[src/hw/socBusPkg.sv]
// Bus widths, GPIO register map and arbiter states shared by all RTL modules through a wildcard import
`default_nettype none

package socBusPkg;

    // Data path matches the 16 board LEDs and switches
    localparam int BUS_DATA_W = 16;

    // Room for 16 registers, four are mapped
    localparam int REG_ADDR_W = 4;

    // One register bus data word
    typedef logic [BUS_DATA_W-1:0] busData_t;

    // One register address
    typedef logic [REG_ADDR_W-1:0] regAddr_t;

    // GPIO register map
    localparam regAddr_t ADDR_LED     = 4'd0;
    localparam regAddr_t ADDR_SW      = 4'd1;
    localparam regAddr_t ADDR_CTRL    = 4'd2;
    localparam regAddr_t ADDR_SCRATCH = 4'd3;

    // CTRL bit that turns the mirror engine on
    localparam int CTRL_MIRROR_BIT = 0;

    // Arbiter FSM
    // IDLE grants, the WAIT states hold the bus until the register block answers
    typedef enum logic [1:0] {
        IDLE,
        WAIT_HOST,
        WAIT_MIRROR
    } arbState_t;

endpackage

`default_nettype wire

[src/hw/gpioRegs.sv]
// GPIO register block answering single-cycle register bus accesses, the bus target in boardTop
`timescale 1ns/1ps
`default_nettype none

module gpioRegs
    import socBusPkg::*;
(
    input  wire logic     clk,
    input  wire logic     arstN,
    input  wire logic     busValid,
    input  wire logic     busWrite,
    input  wire regAddr_t busAddr,
    input  wire busData_t busWData,
    output logic          busRValid,
    output busData_t      busRData,
    input  wire busData_t sw,
    output busData_t      led,
    output logic          mirrorEnable
);

    busData_t swMeta;
    busData_t swSync;
    busData_t ledReg;
    busData_t scratchReg;
    logic     ctrlEnable;
    busData_t readMux;
    logic     wrStrobe;

    assign wrStrobe = busValid && busWrite;

    // Two-flop synchronizer for the asynchronous switch pins
    always_ff @(posedge clk) begin
        swMeta <= sw;
        swSync <= swMeta;
    end

    // LED and CTRL, SW and unmapped writes dropped
    always_ff @(posedge clk or negedge arstN) begin
        if (!arstN) begin
            ledReg     <= '0;
            ctrlEnable <= 1'b0;
        end else if (wrStrobe) begin
            case (busAddr)
                ADDR_LED:  ledReg <= busWData;
                ADDR_CTRL: ctrlEnable <= busWData[CTRL_MIRROR_BIT];
                default:   ;
            endcase
        end
    end

    // Scratch word
    always_ff @(posedge clk) begin
        if (wrStrobe && busAddr == ADDR_SCRATCH) begin
            scratchReg <= busWData;
        end
    end

    // Read decode, unmapped reads as zero
    always_comb begin
        readMux = '0;
        case (busAddr)
            ADDR_LED:     readMux = ledReg;
            ADDR_SW:      readMux = swSync;
            ADDR_CTRL:    readMux[CTRL_MIRROR_BIT] = ctrlEnable;
            ADDR_SCRATCH: readMux = scratchReg;
            default:      readMux = '0;
        endcase
    end

    // Every access answered one cycle later, writes included
    always_ff @(posedge clk or negedge arstN) begin
        if (!arstN) begin
            busRValid <= 1'b0;
        end else begin
            busRValid <= busValid;
        end
    end

    always_ff @(posedge clk) begin
        if (busValid) begin
            busRData <= readMux;
        end
    end

    assign led          = ledReg;
    assign mirrorEnable = ctrlEnable;

endmodule

`default_nettype wire

[src/hw/busArbiter.sv]
// Round-robin arbiter joining the host port and the mirror engine onto the single register bus
`timescale 1ns/1ps
`default_nettype none

module busArbiter
    import socBusPkg::*;
(
    input  wire logic     clk,
    input  wire logic     arstN,
    input  wire logic     hostReq,
    input  wire logic     hostReqWrite,
    input  wire regAddr_t hostReqAddr,
    input  wire busData_t hostReqData,
    output logic          hostGnt,
    output logic          hostRespValid,
    output busData_t      hostRespData,
    input  wire logic     mirrorReq,
    input  wire logic     mirrorReqWrite,
    input  wire regAddr_t mirrorReqAddr,
    input  wire busData_t mirrorReqData,
    output logic          mirrorGnt,
    output logic          mirrorRespValid,
    output busData_t      mirrorRespData,
    output logic          busValid,
    output logic          busWrite,
    output regAddr_t      busAddr,
    output busData_t      busWData,
    input  wire logic     busRValid,
    input  wire busData_t busRData
);

    arbState_t state;
    logic      mirrorFirst;  // Round-robin pointer

    // Grant only from IDLE, so one transaction at a time
    always_comb begin
        hostGnt   = 1'b0;
        mirrorGnt = 1'b0;
        if (state == IDLE) begin
            if (hostReq && (!mirrorReq || !mirrorFirst)) begin
                hostGnt = 1'b1;
            end else if (mirrorReq) begin
                mirrorGnt = 1'b1;
            end
        end
    end

    // Winner drives the bus in its grant cycle
    assign busValid = hostGnt || mirrorGnt;
    assign busWrite = mirrorGnt ? mirrorReqWrite : hostReqWrite;
    assign busAddr  = mirrorGnt ? mirrorReqAddr  : hostReqAddr;
    assign busWData = mirrorGnt ? mirrorReqData  : hostReqData;

    // Priority goes to the other requester after every grant
    always_ff @(posedge clk or negedge arstN) begin
        if (!arstN) begin
            state       <= IDLE;
            mirrorFirst <= 1'b0;
        end else begin
            case (state)
                IDLE: begin
                    if (hostGnt) begin
                        state       <= WAIT_HOST;
                        mirrorFirst <= 1'b1;
                    end else if (mirrorGnt) begin
                        state       <= WAIT_MIRROR;
                        mirrorFirst <= 1'b0;
                    end
                end
                WAIT_HOST, WAIT_MIRROR: if (busRValid) state <= IDLE;
                default: state <= IDLE;
            endcase
        end
    end

    // Response only to the requester that owns the bus
    assign hostRespValid   = busRValid && (state == WAIT_HOST);
    assign hostRespData    = (state == WAIT_HOST) ? busRData : '0;
    assign mirrorRespValid = busRValid && (state == WAIT_MIRROR);
    assign mirrorRespData  = (state == WAIT_MIRROR) ? busRData : '0;

    assert property (@(posedge clk) disable iff (!arstN) !(hostGnt && mirrorGnt))
        else $error("busArbiter: both requesters granted");

    // Register block must answer in the next cycle or the FSM stalls
    assert property (@(posedge clk) disable iff (!arstN) busValid |=> busRValid)
        else $error("busArbiter: no register response one cycle after grant");

endmodule

`default_nettype wire

[src/hw/switchMirror.sv]
// Periodic engine that copies the switch register into the LED register over the shared bus
`timescale 1ns/1ps
`default_nettype none

module switchMirror
    import socBusPkg::*;
#(
    parameter int MIRROR_PERIOD = 16
) (
    input  wire logic     clk,
    input  wire logic     arstN,
    input  wire logic     mirrorEnable,
    output logic          req,
    output logic          reqWrite,
    output regAddr_t      reqAddr,
    output busData_t      reqData,
    input  wire logic     gnt,
    input  wire logic     respValid,
    input  wire busData_t respData
);

    localparam int CNT_W = (MIRROR_PERIOD > 1) ? $clog2(MIRROR_PERIOD) : 1;

    // One pass is a read of SW then a write to LED
    typedef enum logic [2:0] {
        PASS_IDLE,
        PASS_RD_REQ,
        PASS_RD_WAIT,
        PASS_WR_REQ,
        PASS_WR_WAIT
    } passState_t;

    passState_t       state;
    logic [CNT_W-1:0] periodCnt;
    logic             periodDone;
    busData_t         swValue;

    assign periodDone = (periodCnt == CNT_W'(MIRROR_PERIOD - 1));

    // Free-running while enabled, parked at zero otherwise
    always_ff @(posedge clk or negedge arstN) begin
        if (!arstN) begin
            periodCnt <= '0;
        end else if (!mirrorEnable || periodDone) begin
            periodCnt <= '0;
        end else begin
            periodCnt <= periodCnt + 1'b1;
        end
    end

    // A pass started is always finished, even if disabled midway
    always_ff @(posedge clk or negedge arstN) begin
        if (!arstN) begin
            state <= PASS_IDLE;
        end else begin
            case (state)
                PASS_IDLE:    if (mirrorEnable && periodDone) state <= PASS_RD_REQ;
                PASS_RD_REQ:  if (gnt) state <= PASS_RD_WAIT;
                PASS_RD_WAIT: if (respValid) state <= PASS_WR_REQ;
                PASS_WR_REQ:  if (gnt) state <= PASS_WR_WAIT;
                PASS_WR_WAIT: if (respValid) state <= PASS_IDLE;
                default:      state <= PASS_IDLE;
            endcase
        end
    end

    // Switch value from the read, written back next
    always_ff @(posedge clk) begin
        if (state == PASS_RD_WAIT && respValid) begin
            swValue <= respData;
        end
    end

    assign req      = (state == PASS_RD_REQ) || (state == PASS_WR_REQ);
    assign reqWrite = (state == PASS_WR_REQ);
    assign reqAddr  = reqWrite ? ADDR_LED : ADDR_SW;
    assign reqData  = swValue;

    // Request held until the arbiter takes it
    assert property (@(posedge clk) disable iff (!arstN) req && !gnt |=> req)
        else $error("switchMirror: request withdrawn before grant");

endmodule

`default_nettype wire

[src/hw/hostCmdPort.sv]
// Host command FIFO with credit return, one of the two bus requesters inside boardTop
`timescale 1ns/1ps
`default_nettype none

module hostCmdPort
    import socBusPkg::*;
#(
    parameter int CMD_DEPTH = 4
) (
    input  wire logic     clk,
    input  wire logic     arstN,
    input  wire logic     cmdValid,
    input  wire logic     cmdWrite,
    input  wire regAddr_t cmdAddr,
    input  wire busData_t cmdData,
    output logic          cmdCredit,
    output logic          rspValid,
    output busData_t      rspData,
    output logic          req,
    output logic          reqWrite,
    output regAddr_t      reqAddr,
    output busData_t      reqData,
    input  wire logic     gnt,
    input  wire logic     respValid,
    input  wire busData_t respData
);

    localparam int PTR_W = (CMD_DEPTH > 1) ? $clog2(CMD_DEPTH) : 1;
    localparam int CNT_W = $clog2(CMD_DEPTH + 1);

    // Entry storage, one slot per host credit
    logic     fifoWrite [CMD_DEPTH];
    regAddr_t fifoAddr  [CMD_DEPTH];
    busData_t fifoData  [CMD_DEPTH];

    logic [PTR_W-1:0] wrPtr;
    logic [PTR_W-1:0] rdPtr;
    logic [CNT_W-1:0] count;
    logic             fifoEmpty;
    logic             fifoFull;
    logic             busy;         // Request granted, response not yet back
    logic             pendingRead;
    logic             push;
    logic             pop;

    // Wrap at the last slot, depth need not be a power of two
    function automatic logic [PTR_W-1:0] nextPtr(input logic [PTR_W-1:0] ptr);
        if (ptr == PTR_W'(CMD_DEPTH - 1)) begin
            return '0;
        end
        return ptr + 1'b1;
    endfunction

    // Host pushes freely, credits keep it from overflowing
    assign push      = cmdValid;
    assign pop       = gnt;
    assign fifoEmpty = (count == '0);
    assign fifoFull  = (count == CNT_W'(CMD_DEPTH));

    // Head entry is the bus request
    assign req      = !fifoEmpty && !busy;
    assign reqWrite = fifoWrite[rdPtr];
    assign reqAddr  = fifoAddr[rdPtr];
    assign reqData  = fifoData[rdPtr];

    always_ff @(posedge clk) begin
        if (push) begin
            fifoWrite[wrPtr] <= cmdWrite;
            fifoAddr[wrPtr]  <= cmdAddr;
            fifoData[wrPtr]  <= cmdData;
        end
    end

    // Pointers and fill level
    always_ff @(posedge clk or negedge arstN) begin
        if (!arstN) begin
            wrPtr <= '0;
            rdPtr <= '0;
            count <= '0;
        end else begin
            if (push) begin
                wrPtr <= nextPtr(wrPtr);
            end
            if (pop) begin
                rdPtr <= nextPtr(rdPtr);
            end
            case ({push, pop})
                2'b10:   count <= count + 1'b1;
                2'b01:   count <= count - 1'b1;
                default: ;
            endcase
        end
    end

    // One request in flight, remember whether it wants data back
    always_ff @(posedge clk or negedge arstN) begin
        if (!arstN) begin
            busy        <= 1'b0;
            pendingRead <= 1'b0;
        end else if (gnt) begin
            busy        <= 1'b1;
            pendingRead <= !fifoWrite[rdPtr];
        end else if (respValid) begin
            busy        <= 1'b0;
            pendingRead <= 1'b0;
        end
    end

    // Credit back on grant, read data back on response
    always_ff @(posedge clk or negedge arstN) begin
        if (!arstN) begin
            cmdCredit <= 1'b0;
            rspValid  <= 1'b0;
        end else begin
            cmdCredit <= gnt;
            rspValid  <= respValid && pendingRead;
        end
    end

    always_ff @(posedge clk) begin
        if (respValid) begin
            rspData <= respData;
        end
    end

    // Host broke the credit contract
    assert property (@(posedge clk) disable iff (!arstN) cmdValid |-> !fifoFull)
        else $error("hostCmdPort: command pushed into a full FIFO");

endmodule

`default_nettype wire

[src/hw/boardTop.sv]
// Board-level wrapper joining the host port and mirror engine to the GPIO registers, the simulation top
`timescale 1ns/1ps
`default_nettype none

module boardTop
    import socBusPkg::*;
#(
    parameter int CMD_DEPTH     = 4,
    parameter int MIRROR_PERIOD = 16
) (
    input  wire logic     clk,
    input  wire logic     arstN,
    input  wire busData_t sw,
    output busData_t      led,
    input  wire logic     cmdValid,
    input  wire logic     cmdWrite,
    input  wire regAddr_t cmdAddr,
    input  wire busData_t cmdData,
    output logic          cmdCredit,
    output logic          rspValid,
    output busData_t      rspData
);

    // Reset release synchronizer
    logic [1:0] rstSync;
    logic       sysArstN;

    // Host requester
    logic       hostReq;
    logic       hostReqWrite;
    regAddr_t   hostReqAddr;
    busData_t   hostReqData;
    logic       hostGnt;
    logic       hostRespValid;
    busData_t   hostRespData;

    // Mirror requester
    logic       mirrorReq;
    logic       mirrorReqWrite;
    regAddr_t   mirrorReqAddr;
    busData_t   mirrorReqData;
    logic       mirrorGnt;
    logic       mirrorRespValid;
    busData_t   mirrorRespData;

    // Shared register bus
    logic       busValid;
    logic       busWrite;
    regAddr_t   busAddr;
    busData_t   busWData;
    logic       busRValid;
    busData_t   busRData;
    logic       mirrorEnable;

    // Assert at once, release two clocks after the pin goes high
    always_ff @(posedge clk or negedge arstN) begin
        if (!arstN) begin
            rstSync <= 2'b00;
        end else begin
            rstSync <= {rstSync[0], 1'b1};
        end
    end

    assign sysArstN = rstSync[1];

    // External command path
    hostCmdPort #(
        .CMD_DEPTH(CMD_DEPTH)
    ) uHostCmdPort (
        .clk       (clk),
        .arstN     (sysArstN),
        .cmdValid  (cmdValid),
        .cmdWrite  (cmdWrite),
        .cmdAddr   (cmdAddr),
        .cmdData   (cmdData),
        .cmdCredit (cmdCredit),
        .rspValid  (rspValid),
        .rspData   (rspData),
        .req       (hostReq),
        .reqWrite  (hostReqWrite),
        .reqAddr   (hostReqAddr),
        .reqData   (hostReqData),
        .gnt       (hostGnt),
        .respValid (hostRespValid),
        .respData  (hostRespData)
    );

    // Switch to LED copy engine
    switchMirror #(
        .MIRROR_PERIOD(MIRROR_PERIOD)
    ) uSwitchMirror (
        .clk          (clk),
        .arstN        (sysArstN),
        .mirrorEnable (mirrorEnable),
        .req          (mirrorReq),
        .reqWrite     (mirrorReqWrite),
        .reqAddr      (mirrorReqAddr),
        .reqData      (mirrorReqData),
        .gnt          (mirrorGnt),
        .respValid    (mirrorRespValid),
        .respData     (mirrorRespData)
    );

    busArbiter uBusArbiter (
        .clk             (clk),
        .arstN           (sysArstN),
        .hostReq         (hostReq),
        .hostReqWrite    (hostReqWrite),
        .hostReqAddr     (hostReqAddr),
        .hostReqData     (hostReqData),
        .hostGnt         (hostGnt),
        .hostRespValid   (hostRespValid),
        .hostRespData    (hostRespData),
        .mirrorReq       (mirrorReq),
        .mirrorReqWrite  (mirrorReqWrite),
        .mirrorReqAddr   (mirrorReqAddr),
        .mirrorReqData   (mirrorReqData),
        .mirrorGnt       (mirrorGnt),
        .mirrorRespValid (mirrorRespValid),
        .mirrorRespData  (mirrorRespData),
        .busValid        (busValid),
        .busWrite        (busWrite),
        .busAddr         (busAddr),
        .busWData        (busWData),
        .busRValid       (busRValid),
        .busRData        (busRData)
    );

    gpioRegs uGpioRegs (
        .clk          (clk),
        .arstN        (sysArstN),
        .busValid     (busValid),
        .busWrite     (busWrite),
        .busAddr      (busAddr),
        .busWData     (busWData),
        .busRValid    (busRValid),
        .busRData     (busRData),
        .sw           (sw),
        .led          (led),
        .mirrorEnable (mirrorEnable)
    );

endmodule

`default_nettype wire

[config.mk]
export PLATFORM = sky130hd
export DESIGN_NAME = boardTop
export DESIGN_NICKNAME = d
export VERILOG_FILES = /design/src/hw/socBusPkg.sv /design/src/hw/gpioRegs.sv /design/src/hw/busArbiter.sv /design/src/hw/switchMirror.sv /design/src/hw/hostCmdPort.sv /design/src/hw/boardTop.sv
export SDC_FILE = /design/constraint.sdc
export NUM_CORES = 1
export LEC_CHECK = 0
export BUFFER_PORTS_ARGS = -buffer_cell sky130_fd_sc_hd__buf_2
export CAP_MARGIN = 10
export CORE_MARGIN = 10
export CORE_UTILIZATION = 35
export CTS_CLUSTER_SIZE = 14
export DETAILED_ROUTE_END_ITERATION = 6
export PLACE_DENSITY = 0.48
export SLEW_MARGIN = 20
export SYNTH_ARGS = -nofsm -noshare
export SYNTH_HDL_FRONTEND = slang
export SYNTH_HIERARCHICAL = 1
export SYNTH_SLANG_ARGS = --single-unit
[constraint.sdc]
create_clock -name clk -period 2.9 [get_ports clk]
set_input_delay 0.435 -clock clk [delete_from_list [all_inputs] [get_ports clk]]
set_output_delay 0.435 -clock clk [all_outputs]
set_load 0.01 [all_outputs]
======== Word-level counts from Yosys, hierarchy flattened ========
Memories as Yosys holds them, arrays and structs flattened.
Index checks and enable logic that the tools add are counted.
word-level totals
  flip-flop bits (word level) ............. 137
  memory bits (writable) .................. 84
  input port bits ......................... 40
  logic and storage cells ................. 120
  memories kept ........................... 3
memory list
  memory                  words  bits a word  read ports  clocked after memory_dff  wr ports  RTL line           RTL
  uHostCmdPort.fifoData   4      16           1           0                         1         hostCmdPort.sv:34  busData_t fifoData [CMD_DEPTH];
  uHostCmdPort.fifoAddr   4      4            1           0                         1         hostCmdPort.sv:33  regAddr_t fifoAddr [CMD_DEPTH];
  uHostCmdPort.fifoWrite  4      1            1           0                         1         hostCmdPort.sv:32  logic fifoWrite [CMD_DEPTH];
operators by class
  add/subtract/negate cells ............... 5
  eq/ne operators ......................... 21
  multiplexer cells ....................... 38
  reductions and logical operators ........ 32
operator list
  kind                                           number
  case mux 15 bit (3 select lines)               1
  two-way mux 1 bit                              18
  two-way mux 16 bit                             1
  two-way mux 3 bit                              5
  case mux 3 bit (5 select lines)                1
  two-way mux 2 bit                              7
  logical AND 1 bit                              9
  == test 2 bit, second input constant           4
  == test 4 x 2 -> 1 bit, second input constant  2
  two-way mux 4 bit                              2
  != test 2 x 1 -> 1 bit, second input constant  4
  AND reduction 2 bit                            4
  == test 3 x 2 -> 1 bit, second input constant  2
  zero test 1 bit                                6
  zero test 3 bit                                2
  case mux 3 bit (2 select lines)                1
  nonzero test 2 bit                             3
  AND reduction 5 bit                            1
  adder 2 x 1 -> 2 bit, second input constant    2
  adder 4 x 1 -> 4 bit, second input constant    1
  == test 2 x 1 -> 1 bit, second input constant  2
  == test 4 x 1 -> 1 bit, second input constant  1
  == test 4 bit, second input constant           1
  zero test 4 bit                                1
  11 further kinds                               15

======== Longest topological paths before layout ========
Gate-level depths: netlist of the first run.
  depth after elaboration ................. 10
  mapped depth ............................ 11
  mapped depth without buffers ............ 10

======== Modules after synthesis ========
Netlist of the first run, hierarchy kept.
modules (own cells, without submodules)
  module        times used  cells an instance  area an instance (µm²)
  hostCmdPort   1           174                4,067.7
  gpioRegs      1           161                2,605.0
  switchMirror  1           54                 842.1
  busArbiter    1           82                 694.4
  boardTop      1           3                  53.8

======== Worst setup path before layout of the first run ========
Ideal clock, no wire load.
  path type ............................... register -> register
  start point ............................. register uBusArbiter.state[0]
  end point ............................... register uGpioRegs.scratchReg[0] (enable)
  arrival time ............................ 2.469 ns
  required time ........................... 2.526 ns
  setup slack ............................. 0.057 ns
  stages on the path, launching flop included .. 10
  path buffers ............................ 2
  cells stage by stage .................... dfrtp_1 -> inv_1 -> ha_1 -> nand2_1 -> a21oi_4 -> buf_6 -> mux2_1 -> nor4bb_1 -> clkbuf_1 -> and3_1
between the ends
  word-level cells in the longest chain between the ends .. 5
  elaborated cells between the ends (all ways) .. 9
RTL lines
  what                    RTL line          RTL
  from (decl)             busArbiter.sv:32  arbState_t state;
  from (signal assigned)  busArbiter.sv:57  state <= IDLE;
  from (signal assigned)  busArbiter.sv:63  state <= WAIT_HOST;
  from (signal assigned)  busArbiter.sv:66  state <= WAIT_MIRROR;
  zero test 2 bit         busArbiter.sv:39  if (state == IDLE) begin
  two-way mux 1 bit       busArbiter.sv:39
  two-way mux 4 bit       busArbiter.sv:51  assign busAddr = mirrorGnt ? mirrorReqAddr : hostReqAddr;
  net busAddr[2]          boardTop.sv:49    regAddr_t busAddr;
  == test 4 x 2 -> 1 bit  gpioRegs.sv:53    if (wrStrobe && busAddr == ADDR_SCRATCH) begin
  logical AND 1 bit       gpioRegs.sv:53
  to (signal assigned)    gpioRegs.sv:54    scratchReg <= busWData;
  to (decl)               gpioRegs.sv:24    busData_t scratchReg;
The timed path passes the listed nets, and every way through them passes these cells.
A chain may end at the register's enable or synchronous reset.

======== Final worst setup path of the first run ========
  start point ............................. register uSwitchMirror.state[2]
  end point ............................... register uGpioRegs.ledReg[1] (netlist: uGpioRegs/led[1])
between the ends
  word-level cells in the longest chain between the ends .. 10
  elaborated cells between the ends (all ways) .. 19
RTL lines
  what                                                              RTL line            RTL
  from (decl)                                                       switchMirror.sv:33  passState_t state;
  from (signal assigned)                                            switchMirror.sv:54  state <= PASS_IDLE;
  from (signal assigned)                                            switchMirror.sv:57  PASS_IDLE: if (mirrorEnable && periodDone) state <= PASS_RD_REQ;
  from (signal assigned)                                            switchMirror.sv:58  PASS_RD_REQ: if (gnt) state <= PASS_RD_WAIT;
  == test 3 x 1 -> 1 bit or == test 3 x 2 -> 1 bit (tied branches)  switchMirror.sv:74  assign req = (state == PASS_RD_REQ) || (state == PASS_WR_REQ);
  logical OR 1 bit *                                                switchMirror.sv:74
  net mirrorReq                                                     boardTop.sv:38      logic mirrorReq;
  zero test 1 bit                                                   busArbiter.sv:40    if (hostReq && (!mirrorReq || !mirrorFirst)) begin
  logical OR 1 bit                                                  busArbiter.sv:40
  logical AND 1 bit                                                 busArbiter.sv:40
  two-way mux 1 bit *                                               busArbiter.sv:40
  two-way mux 1 bit *                                               busArbiter.sv:39
  net mirrorGnt                                                     boardTop.sv:42      logic mirrorGnt;
  two-way mux 4 bit *                                               busArbiter.sv:51
  net busAddr[1]                                                    boardTop.sv:49
  zero test 4 bit *                                                 gpioRegs.sv:43      case (busAddr)
  AND reduction 2 bit (no line) *                                   n/a
  to (signal assigned)                                              gpioRegs.sv:44      ADDR_LED: ledReg <= busWData;
  to (decl)                                                         gpioRegs.sv:23      busData_t ledReg;
The timed path passes the listed nets; every way through them passes the cells marked *.

==> results of run 1 <==
==> registers in the layout, summed over array words and instances (netlist names), 2 cells and up <==
| register | cells |
|---|---|
| uGpioRegs/led | 16 |
| uHostCmdPort/rspData | 16 |
| uSwitchMirror/state | 3 |
| uGpioRegs/swSync | 16 |
| uGpioRegs/swMeta | 16 |
| uHostCmdPort/fifoAddr | 16 |
| uGpioRegs/scratchReg | 16 |
| uHostCmdPort/rdPtr | 2 |
| uHostCmdPort/count | 3 |
| uSwitchMirror/periodCnt | 4 |
| uGpioRegs/busRData | 16 |
| uSwitchMirror/reqData | 16 |
| uHostCmdPort/fifoData | 64 |
| rstSync | 2 |
| uHostCmdPort/wrPtr | 2 |
| uHostCmdPort/fifoWrite | 4 |
| uBusArbiter/state | 2 |
==> placed cells by master (no fill, tap or decap), types with 7 or more instances in the layout <==
| master | Yosys | routed |
|---|---|---|
| edfxtp_1 | 148 | 148 |
| buf_2 | 4 | 73 |
| dfrtp_1 | 41 | 40 |
| and2_1 | 40 | 40 |
| nand2_1 | 39 | 39 |
| dfxtp_1 | 32 | 32 |
| mux2_2 | 29 | 29 |
| clkbuf_16 | 0 | 25 |
| buf_4 | 3 | 23 |
| mux4_2 | 21 | 21 |
| a22oi_1 | 15 | 15 |
| inv_1 | 13 | 13 |
| mux2_1 | 11 | 11 |
| ha_1 | 10 | 10 |
| dlygate4sd3_1 | 0 | 7 |
==> synthesized netlist by cell type (2+ instances only) <==
cell / instances
edfxtp_1: 148
dfrtp_1: 41
and2_1: 40
nand2_1: 39
dfxtp_1: 32
mux2_2: 29
mux4_2: 21
a22oi_1: 15
inv_1: 13
mux2_1: 11
ha_1: 10
buf_6: 6
nor2_1: 6
a21oi_1: 5
buf_2: 4
clkbuf_1: 4
o21ai_0: 4
xor2_1: 4
a21o_1: 3
and3_1: 3
buf_4: 3
nor3_1: 3
conb_1: 2
mux2i_1: 2
nand2b_1: 2
nand3_1: 2
or2b_1: 2
or3_1: 2
==> power by group <==
group / total (mW) / switching (mW) / internal, mW
Sequential: 3.72 / 0.0784 / 3.64
Clock: 2.91 / 1.19 / 1.71
Combinational: 0.535 / 0.323 / 0.213
Total: 7.16 / 1.59 / 5.57
==> logic make-up (layout without fill, tap and decap cells) <==
group                    after synthesis  in the layout
flip-flops                           221            221
AND/OR/NAND/NOR                      107            107
multiplexers                          63             63
AO/OA/AOI/OAI                         34             34
buffers and inverters                 31            166
adder cells (fa/ha/maj)               11             11
XOR/XNOR                               5              5
other                                  2              4
==> how the worst max path moves through the flow <==
stage | from | endpoint | slack [ns] | depth (start not counted)
after detailed placement | uSwitchMirror/state[2] | uGpioRegs/busRData[8] | -0.08 | 8
final | uSwitchMirror/state[2] | uGpioRegs/led[1] | 0.14 | 8
after floorplan | uBusArbiter/state[0] | uGpioRegs/scratchReg[0] | 0.06 | 9
after CTS | uHostCmdPort/rdPtr[0] | uGpioRegs/busRData[11] | 0.03 | 8
after global placement | uSwitchMirror/state[2] | uGpioRegs/busRData[14] | 0.004 | 8
after global routing | uHostCmdPort/rdPtr[0] | uGpioRegs/busRData[10] | 0.02 | 8
==> repair_timing <==
| item | in CTS | in global routing |
|---|---|---|
| pin swaps | 0 | 0 |
| setup endpoints to repair | 8 | 43 |
| resized for setup | 1 | 1 |
| hold buffers | 7 | 0 |
| hold endpoints to repair | 8 | 0 |
==> layout make-up <==
cell class | count | area [µm²] | area share (%)
inverters | 14 | 52.6 | 0.526
repair buffers | 106 | 659 | 6.60
clock inverters | 10 | 55.1 | 0.551
flip-flops and latches | 221 | 6110 | 61.1
multi-input cells | 224 | 2000 | 20.0
clock buffers | 36 | 717 | 7.17
well taps | 319 | 399 | 3.99
==> layer usage <==
metal | vias to the layer above | part of all wire [%] | track usage (%)
li1 | 1992 | - | -
met1 | 2194 | 47 | 15.7
met2 | 103 | 47 | 18.8
met3 | 21 | 4.3 | 2.33
met4 | 0 | 1.7 | 2.99
met5 | - | 0 | 0
==> worst max-delay path, stage by stage (launching register included) <==
cell	delay, ns
dfrtp_1	0.41
and2b_4	0.29
nand2_1	0.10
a21oi_4	0.21
mux2_2	0.42
or3_1	0.43
nor3_4	0.21
buf_12	0.19
mux2_2	0.35
==> per-stage QoR <==
step                power (mW)  utilization (%)  setup WS (ns)  cell area, µm²  instances
floorplan                 4.08                -         0.0570            8270        476
global placement          4.30             39.2        0.00396            9140        877
detailed placement        4.32             39.2        -0.0752            9140        877
CTS                       7.28             42.8         0.0322            9990        930
global route              7.48             42.8         0.0195           10000        930
finish                    7.16             42.8          0.144           10000        930
==> flow_summary.yaml, run 1 <==
run_status:
  status: "completed"
pwr:
  cellPowerDensity_nw_per_um2: 716
  p_leak_nw: 3.96
  ir_worst_vdd_mv: 0.377
yosys:
  async_flop_share_pct: 18.6
  synth_area_leader_cell: "edfxtp_1"
  synth.distinct_cells: 46
  muxShareOfSynthArea_pct: 11.4
  synth_ff_type: "edfxtp_1"
  synth_top_family_by_area: "multiplexers"
  netlist.area_leader.share_pct: 53.8
  synth_seq_cells: 221
  synthAdderAreaFrac_pct: 1.76
  postSynthAreaPerCell_um2: 17.4
  synth_xor_area_share_pct: 0.530
  synthCells: 474
  synth_edf_count: 148
  yosys.area_share.simple_pct: 7.15
  synthesis.area_um2: 8260
  synth_warnings: 6
  synth_compound_area_share_pct: 2.95
  synthTopCellsByArea: "edfxtp_1, dfrtp_1, dfxtp_1"
  yosysSeqAreaShare_pct: 74.0
sta:
  drv_slew: 0
  finalCritPeriodShare_pct: 95.0
  setup_tns_ns: 0
  holdWs_ns: 0.0225
  setup_viol: 0
  rsz0062_at_grt: "no"
  finalHoldViolCount: 0
  clock.fmax_mhz: 363
  worstMarginPinSlew_ns: 0.965
  relSlewSlack_pct: 35.7
  fin_crit_ns: 2.76
  clock_skew_ns: 0.0118
grt:
  antenna_found_initial: 0
  grtUsageTotal_pct: 11.6
  grt_max_degree: 40
  gr-total-overflow: 0
  grt_pass1_vias: 4752
  grt_pass1_wl_mm: 27.5
cts:
  cts_max_level: 1
  numCtsBuffers: 25
  clk_path_buf_depth: 3
  clock_latency_ns: 0.51
  clock_sinks: 221
  cts-root-buf: "clkbuf_16"
  postCtsSetupBuffers: 0
  path_clk_slew_ns: 0.06
  cts_tree: "built"
worst_hold_path:
  min_path_type: "input port to flop"
  min-delay-start: "sw[10]"
  hold_path_depth: 1
  whs_endpoint: "uGpioRegs/swMeta[10]"
route:
  wl_per_cell_um: 18.9
  drc: 0
  drtIter0Drc: 171
  routed_wl_mm: 17.6
  first_pass_iters: 7
  vias: 4310
  routed_via_density: 4.63
  ant_nets: 0
cells_and_area:
  fillers: 2138
  drive_above_1_share_pct: 32.2
  fin_nets: 643
  layout-area-overhead-vs-synth_pct: 21.0
  diodes: 0
floorplanning:
  dieHeight_um: 174
  dieArea_um2: 30200
  rows: 56
  pin_count: 74
  die_x_um: 174
  initial_utilization_pct: 35.4
  fp.coreArea_um2: 23300
critical_path:
  cp.required_ns: 3.29
  end_kind: "flop"
  r2r_cells: 8
  reg2reg_slack_ns: 0.14
  r2r-start: "uSwitchMirror/state[2]"
  crit_path_max_fanout: 16
  crit-reg2reg-capture: "uGpioRegs/led[1]"
  critPathKind: "flop to flop"
  cp-start-kind: "flop"
  cp_data_arrival_time_ns: 3.15
place:
  gp_congestion: 0.750
  post-dp-hpwl_mm: 11.6
  io_buffers: 73
run:
  drv_cap: 0
Power figures use the tool's default switching activity.
==> inputs of run 2 (changes only) <==
HOLD_SLACK_MARGIN = 0.15   (was default)
==> run 2 against run 1 <==
Against the previous run: total power is 0.46% higher; routed wire length up 0.95%; largest cell class unchanged; first-iteration DRC count increased by 5.8%; utilization increased by 1.3 points; final cell count is 3.3% higher; sequential power about the same; flip-flop and latch count unchanged; non-clock buffer count rose by 31; worst setup slack gained 0.0070 ns; critical endpoint is now uGpioRegs/led[12]; highest routed layer unchanged; via count increased by 2.6%; combinational power up 6.0%; global-route usage rose by 0.12 points.
==> flow_summary.yaml, run 2 (synthesis results as in run 1) <==
floorplanning:
  fp.coreArea_um2: 23300
  die_x_um: 174
  pin_count: 74
  rows: 56
  dieArea_um2: 30200
  dieHeight_um: 174
  initial_utilization_pct: 35.4
cts:
  cts_max_level: 1
  clock_sinks: 221
  cts-root-buf: "clkbuf_16"
  clk_path_buf_depth: 3
  numCtsBuffers: 25
  path_clk_slew_ns: 0.06
  clock_latency_ns: 0.51
  cts_tree: "built"
pwr:
  cellPowerDensity_nw_per_um2: 698
  ir_worst_vdd_mv: 0.376
  design_power_total_mw: 7.19
  p_leak_nw: 4.09
critical_path:
  crit_path_start: "uSwitchMirror/state[2]"
  critPathKind: "flop to flop"
  cp_data_arrival_time_ns: 3.13
  cp_cell_sequence: "and2b_4 -> nand2_1 -> a21oi_4 -> mux2_2 -> or3_1 -> nor3_4 -> buf_12 -> mux2_1"
  path_delay_family: "simple AND/OR/NAND/NOR gates"
  reg2reg_slack_ns: 0.15
  crit_path_max_fanout: 16
  end_kind: "flop"
  r2r-start: "uSwitchMirror/state[2]"
  cp-start-kind: "flop"
  cp.required_ns: 3.29
  critPathSlowestCell: "or3_1"
  worst-path-buf-inv: 1
  max_stage_delay_ns: 0.43
cells_and_area:
  fillers: 2108
  multi_input_area_um2: 2000
  fin_area_um2: 10300
  drive_above_1_share_pct: 30.7
  fin_nets: 674
  layout_common_cells: "edfxtp_1, buf_2, dfrtp_1, and2_1, nand2_1"
  layout_commonest_cell: "edfxtp_1"
  regMostFlops: "uHostCmdPort/fifoData"
  seq_area_um2: 6110
  diodes: 0
  fin_cells: 961
  layout-area-overhead-vs-synth_pct: 24.7
  largest_reg_flops: 64
route:
  wl_per_cell_um: 18.4
  vias: 4423
  drc: 0
  routed_wl_mm: 17.7
  ant_nets: 0
  drtIter0Drc: 181
  routed_via_density: 4.60
  first_pass_iters: 4
grt:
  grt_max_degree: 40
  grtUsageTotal_pct: 11.8
  grt_pass1_vias: 4895
  grt_pass1_wl_mm: 27.9
  antenna_found_initial: 0
  gr-total-overflow: 0
sta:
  relSlewSlack_pct: 35.3
  clock_skew_ns: 0.0103
  setup_tns_ns: 0
  finalHoldViolCount: 0
  holdWs_ns: 0.180
  worstMarginPinSlew_ns: 0.970
  rsz0062_at_grt: "no"
  fin_crit_ns: 2.75
  setup_viol: 0
  clock.fmax_mhz: 364
  drv_slew: 0
  finalCritPeriodShare_pct: 94.8
place:
  post-dp-hpwl_mm: 11.6
  dpl.cell_count: 877
  placed_area_um2: 9140
  io_buffers: 73
  gp_congestion: 0.750
worst_hold_path:
  min-delay-start: "cmdValid"
  min_path_type: "input port to flop"
run:
  drv_cap: 0
run_status:
  status: "completed"
[run 2: cell types whose count changed in the layout (fill, tap and decap cells not counted), sizes merged]
cell         change
dlygate4sd3     +31
[run 2: path summary, 6_finish.rpt]
path / end / cells after the start
max: uGpioRegs/led[12] / 8
min: uHostCmdPort/wrPtr[0] / 2
max reg2reg: uGpioRegs/led[12] / 8
min reg2reg: uGpioRegs/swSync[7] / 0
max in group asynchronous: uGpioRegs/led[12] / 0
min in group asynchronous: rstSync[0] / 2
[run 2: final cells by class]
type / count / area share, %
clock buffers: 36 / 6.96
well taps: 319 / 3.87
repair buffers: 137 / 9.41
multi-input cells: 224 / 19.4
flip-flops and latches: 221 / 59.3
clock inverters: 10 / 0.534
inverters: 14 / 0.510
[run 2: where the power goes]
part | switching, mW | internal, mW | total, mW
Sequential | 0.0790 | 3.64 | 3.72
Clock | 1.19 | 1.71 | 2.91
Combinational | 0.327 | 0.240 | 0.567
[run 2: worst register-to-register path: stages (launching register included)]
cell and delay (ns):
dfrtp_1 0.41, and2b_4 0.29, nand2_1 0.10, a21oi_4 0.21, mux2_2 0.42, or3_1 0.43, nor3_4 0.21, buf_12 0.20
mux2_1 0.35
[run 2: per-layer routing]
metal	wire, µm	up-vias	global-route usage [%]
met4	294	0	2.99
met3	859	21	2.29
met2	8400	108	19.1
met5	0	-	0
met1	8170	2241	15.9
li1	-	2053	-
[run 2: what timing repair did]
| item | in CTS | in global routing |
|---|---|---|
| resized for setup | 1 | 1 |
| setup endpoints to repair | 8 | 43 |
| hold buffers | 38 | 0 |
| setup buffers | 0 | 0 |
| hold endpoints to repair | 99 | 0 |
[run 2: through the flow]
| stage | util [%] | setup slack [ns] |
|---|---|---|
| 2_1_floorplan | - | 0.0570 |
| 3_3_place_gp | 39.2 | 0.00396 |
| 3_5_place_dp | 39.2 | -0.0752 |
| 4_1_cts | 44.2 | 0.0322 |
| 5_1_grt | 44.2 | 0.0195 |
| 6_report | 44.2 | 0.151 |
==> inputs of run 3 (changes only) <==
CORE_UTILIZATION = 57   (was 35)
PLACE_DENSITY = 0.73   (was 0.48)
SYNTH_HIERARCHICAL = default   (was 1)
==> run 3 against run 2 <==
Against the previous run: critical path depth rose by 4; routed wire length fell by 5.8%; register-to-register slack improved by 0.09 ns; utilization rose by 25 points; maximum frequency rose by 3.5%; global-route usage rose by 4.9 points; via count rose by 2.3%; flip-flop and latch count did not move; hold slack got worse by 0.0047 ns; sequential power barely moved; critical path type unchanged; largest cell class unchanged; sequential share of layout area rose by 2.1 points; final cell count fell by 16%.
==> flow_summary.yaml, run 3 <==
cts:
  clock_latency_ns: 0.50
  path_clk_slew_ns: 0.06
  postCtsSetupBuffers: 0
  clock_sinks: 221
  clk_path_buf_depth: 3
  cts-root-buf: "clkbuf_16"
  cts_max_level: 1
  numCtsBuffers: 23
  cts_tree: "built"
yosys:
  syn-num-nets: 527
  postSynthAreaPerCell_um2: 17.4
  synthTopCellsByArea: "edfxtp_1, dfrtp_1, dfxtp_1"
  synth_compound_area_share_pct: 8.05
  synth.distinct_cells: 48
  async_flop_share_pct: 18.6
  synthAdderAreaFrac_pct: 1.75
  synthCells: 476
  yosysSeqAreaShare_pct: 73.7
  synth_ff_type: "edfxtp_1"
  synth.most_common_cell: "edfxtp_1"
  synthesis.area_um2: 8290
  synth_warnings: 0
  netlist.area_leader.share_pct: 53.6
  ys_top_cells_by_count: "edfxtp_1, dfrtp_1, and2_1"
  synth_area_leader_cell: "edfxtp_1"
  muxShareOfSynthArea_pct: 7.91
  synth_seq_cells: 221
  synth_edf_count: 148
  synth_xor_area_share_pct: 0.528
  yosys.area_share.simple_pct: 6.02
  synth_top_family_by_area: "compound AO/OA/AOI/OAI gates"
floorplanning:
  die_x_um: 141
  rows: 44
  pin_count: 74
  fp.coreArea_um2: 14400
  initial_utilization_pct: 57.7
  dieArea_um2: 19800
  dieHeight_um: 141
grt:
  grt_max_degree: 40
  antenna_found_initial: 0
  grtUsageTotal_pct: 16.6
  gr-total-overflow: 0
  grt_pass1_vias: 4770
  grt_pass1_wl_mm: 26.4
sta:
  worstMarginPinSlew_ns: 0.908
  drv_slew: 0
  fin_crit_ns: 2.66
  holdWs_ns: 0.175
  finalCritPeriodShare_pct: 91.6
  clock_skew_ns: 0.00834
  setup_viol: 0
  clock.fmax_mhz: 376
  setup_ws_ns: 0.243
  relSlewSlack_pct: 39.5
  finalHoldViolCount: 0
  rsz0062_at_grt: "no"
  setup_tns_ns: 0
pwr:
  ir_worst_vdd_mv: 0.571
  p_leak_nw: 3.74
  cellPowerDensity_nw_per_um2: 698
  design_power_total_mw: 6.94
critical_path:
  cp-start-kind: "flop"
  cp.required_ns: 3.31
  end_kind: "flop"
  critPathKind: "flop to flop"
  reg2reg_slack_ns: 0.24
  cp_data_arrival_time_ns: 3.07
  crit_path_max_fanout: 9
place:
  dp_slack_ns: 0.139
  post-dp-hpwl_mm: 10.7
  gp_congestion: 0.812
  io_buffers: 73
cells_and_area:
  regMostFlops: "uHostCmdPort.fifoData"
  layout_common_cells: "edfxtp_1, buf_2, dfrtp_1"
  layout-area-overhead-vs-synth_pct: 20.1
  drive_above_1_share_pct: 26.4
  largest_reg_flops: 64
  fin_nets: 659
  final_core_util_pct: 69.3
  layout_commonest_cell: "edfxtp_1"
  fillers: 947
  diodes: 0
run_status:
  status: "completed"
worst_hold_path:
  min_path_type: "input port to flop"
route:
  vias: 4523
  wl_per_cell_um: 20.7
  routed_wl_mm: 16.7
  drc: 0
  first_pass_iters: 4
  routed_via_density: 5.60
  drtIter0Drc: 320
  ant_nets: 0
run:
  drv_cap: 0
==> run 3: cell count changes in the layout (fill, tap and decap cells not counted), sizes merged, moves of 4 or more <==
cell	previous run	this run
o21a	1	16
nand2	40	18
o22a	0	16
a22oi	15	0
and2	40	36
buf	99	91
mux2	40	19
clkbuf	36	28
clkinv	8	12
a22o	0	33
==> run 3: through the flow <==
| stage | cells | instance area [µm²] |
|---|---|---|
| floorplan | 476 | 8290 |
| global route | 808 | 9950 |
| detailed placement | 732 | 8920 |
| global placement | 732 | 8920 |
| CTS | 807 | 9930 |
| finish | 808 | 9950 |
==> run 3: routing by layer <==
layer	GRT usage, %	up-vias	wire length [µm]
li1	-	2086	-
met5	0	-	0
met3	4.37	31	970
met1	22.3	2280	7290
met2	26.6	126	8100
met4	4.18	0	333
==> run 3: cell families after synthesis <==
group                    after synthesis
flip-flops                           221
AND/OR/NAND/NOR                       84
AO/OA/AOI/OAI                         82
multiplexers                          39
buffers and inverters                 33
adder cells (fa/ha/maj)               11
XOR/XNOR                               5
other                                  1
==> run 3: worst paths after layout <==
check                                startpoint                     endpoint  cells after the start
setup / recovery           uBusArbiter.state[1]        uHostCmdPort.count[2]                     12
hold / removal                       cmdData[1]  uHostCmdPort.fifoData[3][1]                      1
setup reg to reg           uBusArbiter.state[1]        uHostCmdPort.count[2]                     12
hold reg to reg             uGpioRegs.swMeta[0]          uGpioRegs.swSync[0]                      0
max in group asynchronous            rstSync[1]            uGpioRegs.led[14]                      0
min in group asynchronous                 arstN                   rstSync[0]                      2
==> run 3: power breakdown <==
part | switching [mW] | leakage, nW | internal (mW) | total (mW)
clock | 1.13 | 0.336 | 1.54 | 2.66
combinational | 0.311 | 1.31 | 0.239 | 0.550
sequential | 0.0897 | 2.10 | 3.64 | 3.73
==> run 3: layout make-up <==
class                           instances  area (µm²)  area share, %
Sequential cell                       221        6110           61.4
Tap cell                              184         230           2.31
Inverter                               14        52.6          0.528
Timing Repair Buffer                  126         851           8.55
Clock buffer                           28         594           5.97
Clock inverter                         13        82.6          0.830
Multi-Input combinational cell        222        2030           20.4
==> run 3: timing repair <==
item                                    4_1_cts  5_1_grt
hold buffers                                 34        1
endpoints found under the setup margin        0       15
resized for setup                             0        1
hold endpoints to repair                     81        4
==> run 3: critical path, stage by stage, from the launching register on <==
cell	delay (ns)
dfrtp_1	0.40
inv_1	0.09
ha_1	0.24
inv_1	0.09
a21oi_1	0.12
nand2_1	0.21
inv_1	0.28
ha_1	0.23
inv_1	0.07
fa_1	0.39
xor2_1	0.15
nor2_1	0.11
xor2_1	0.18
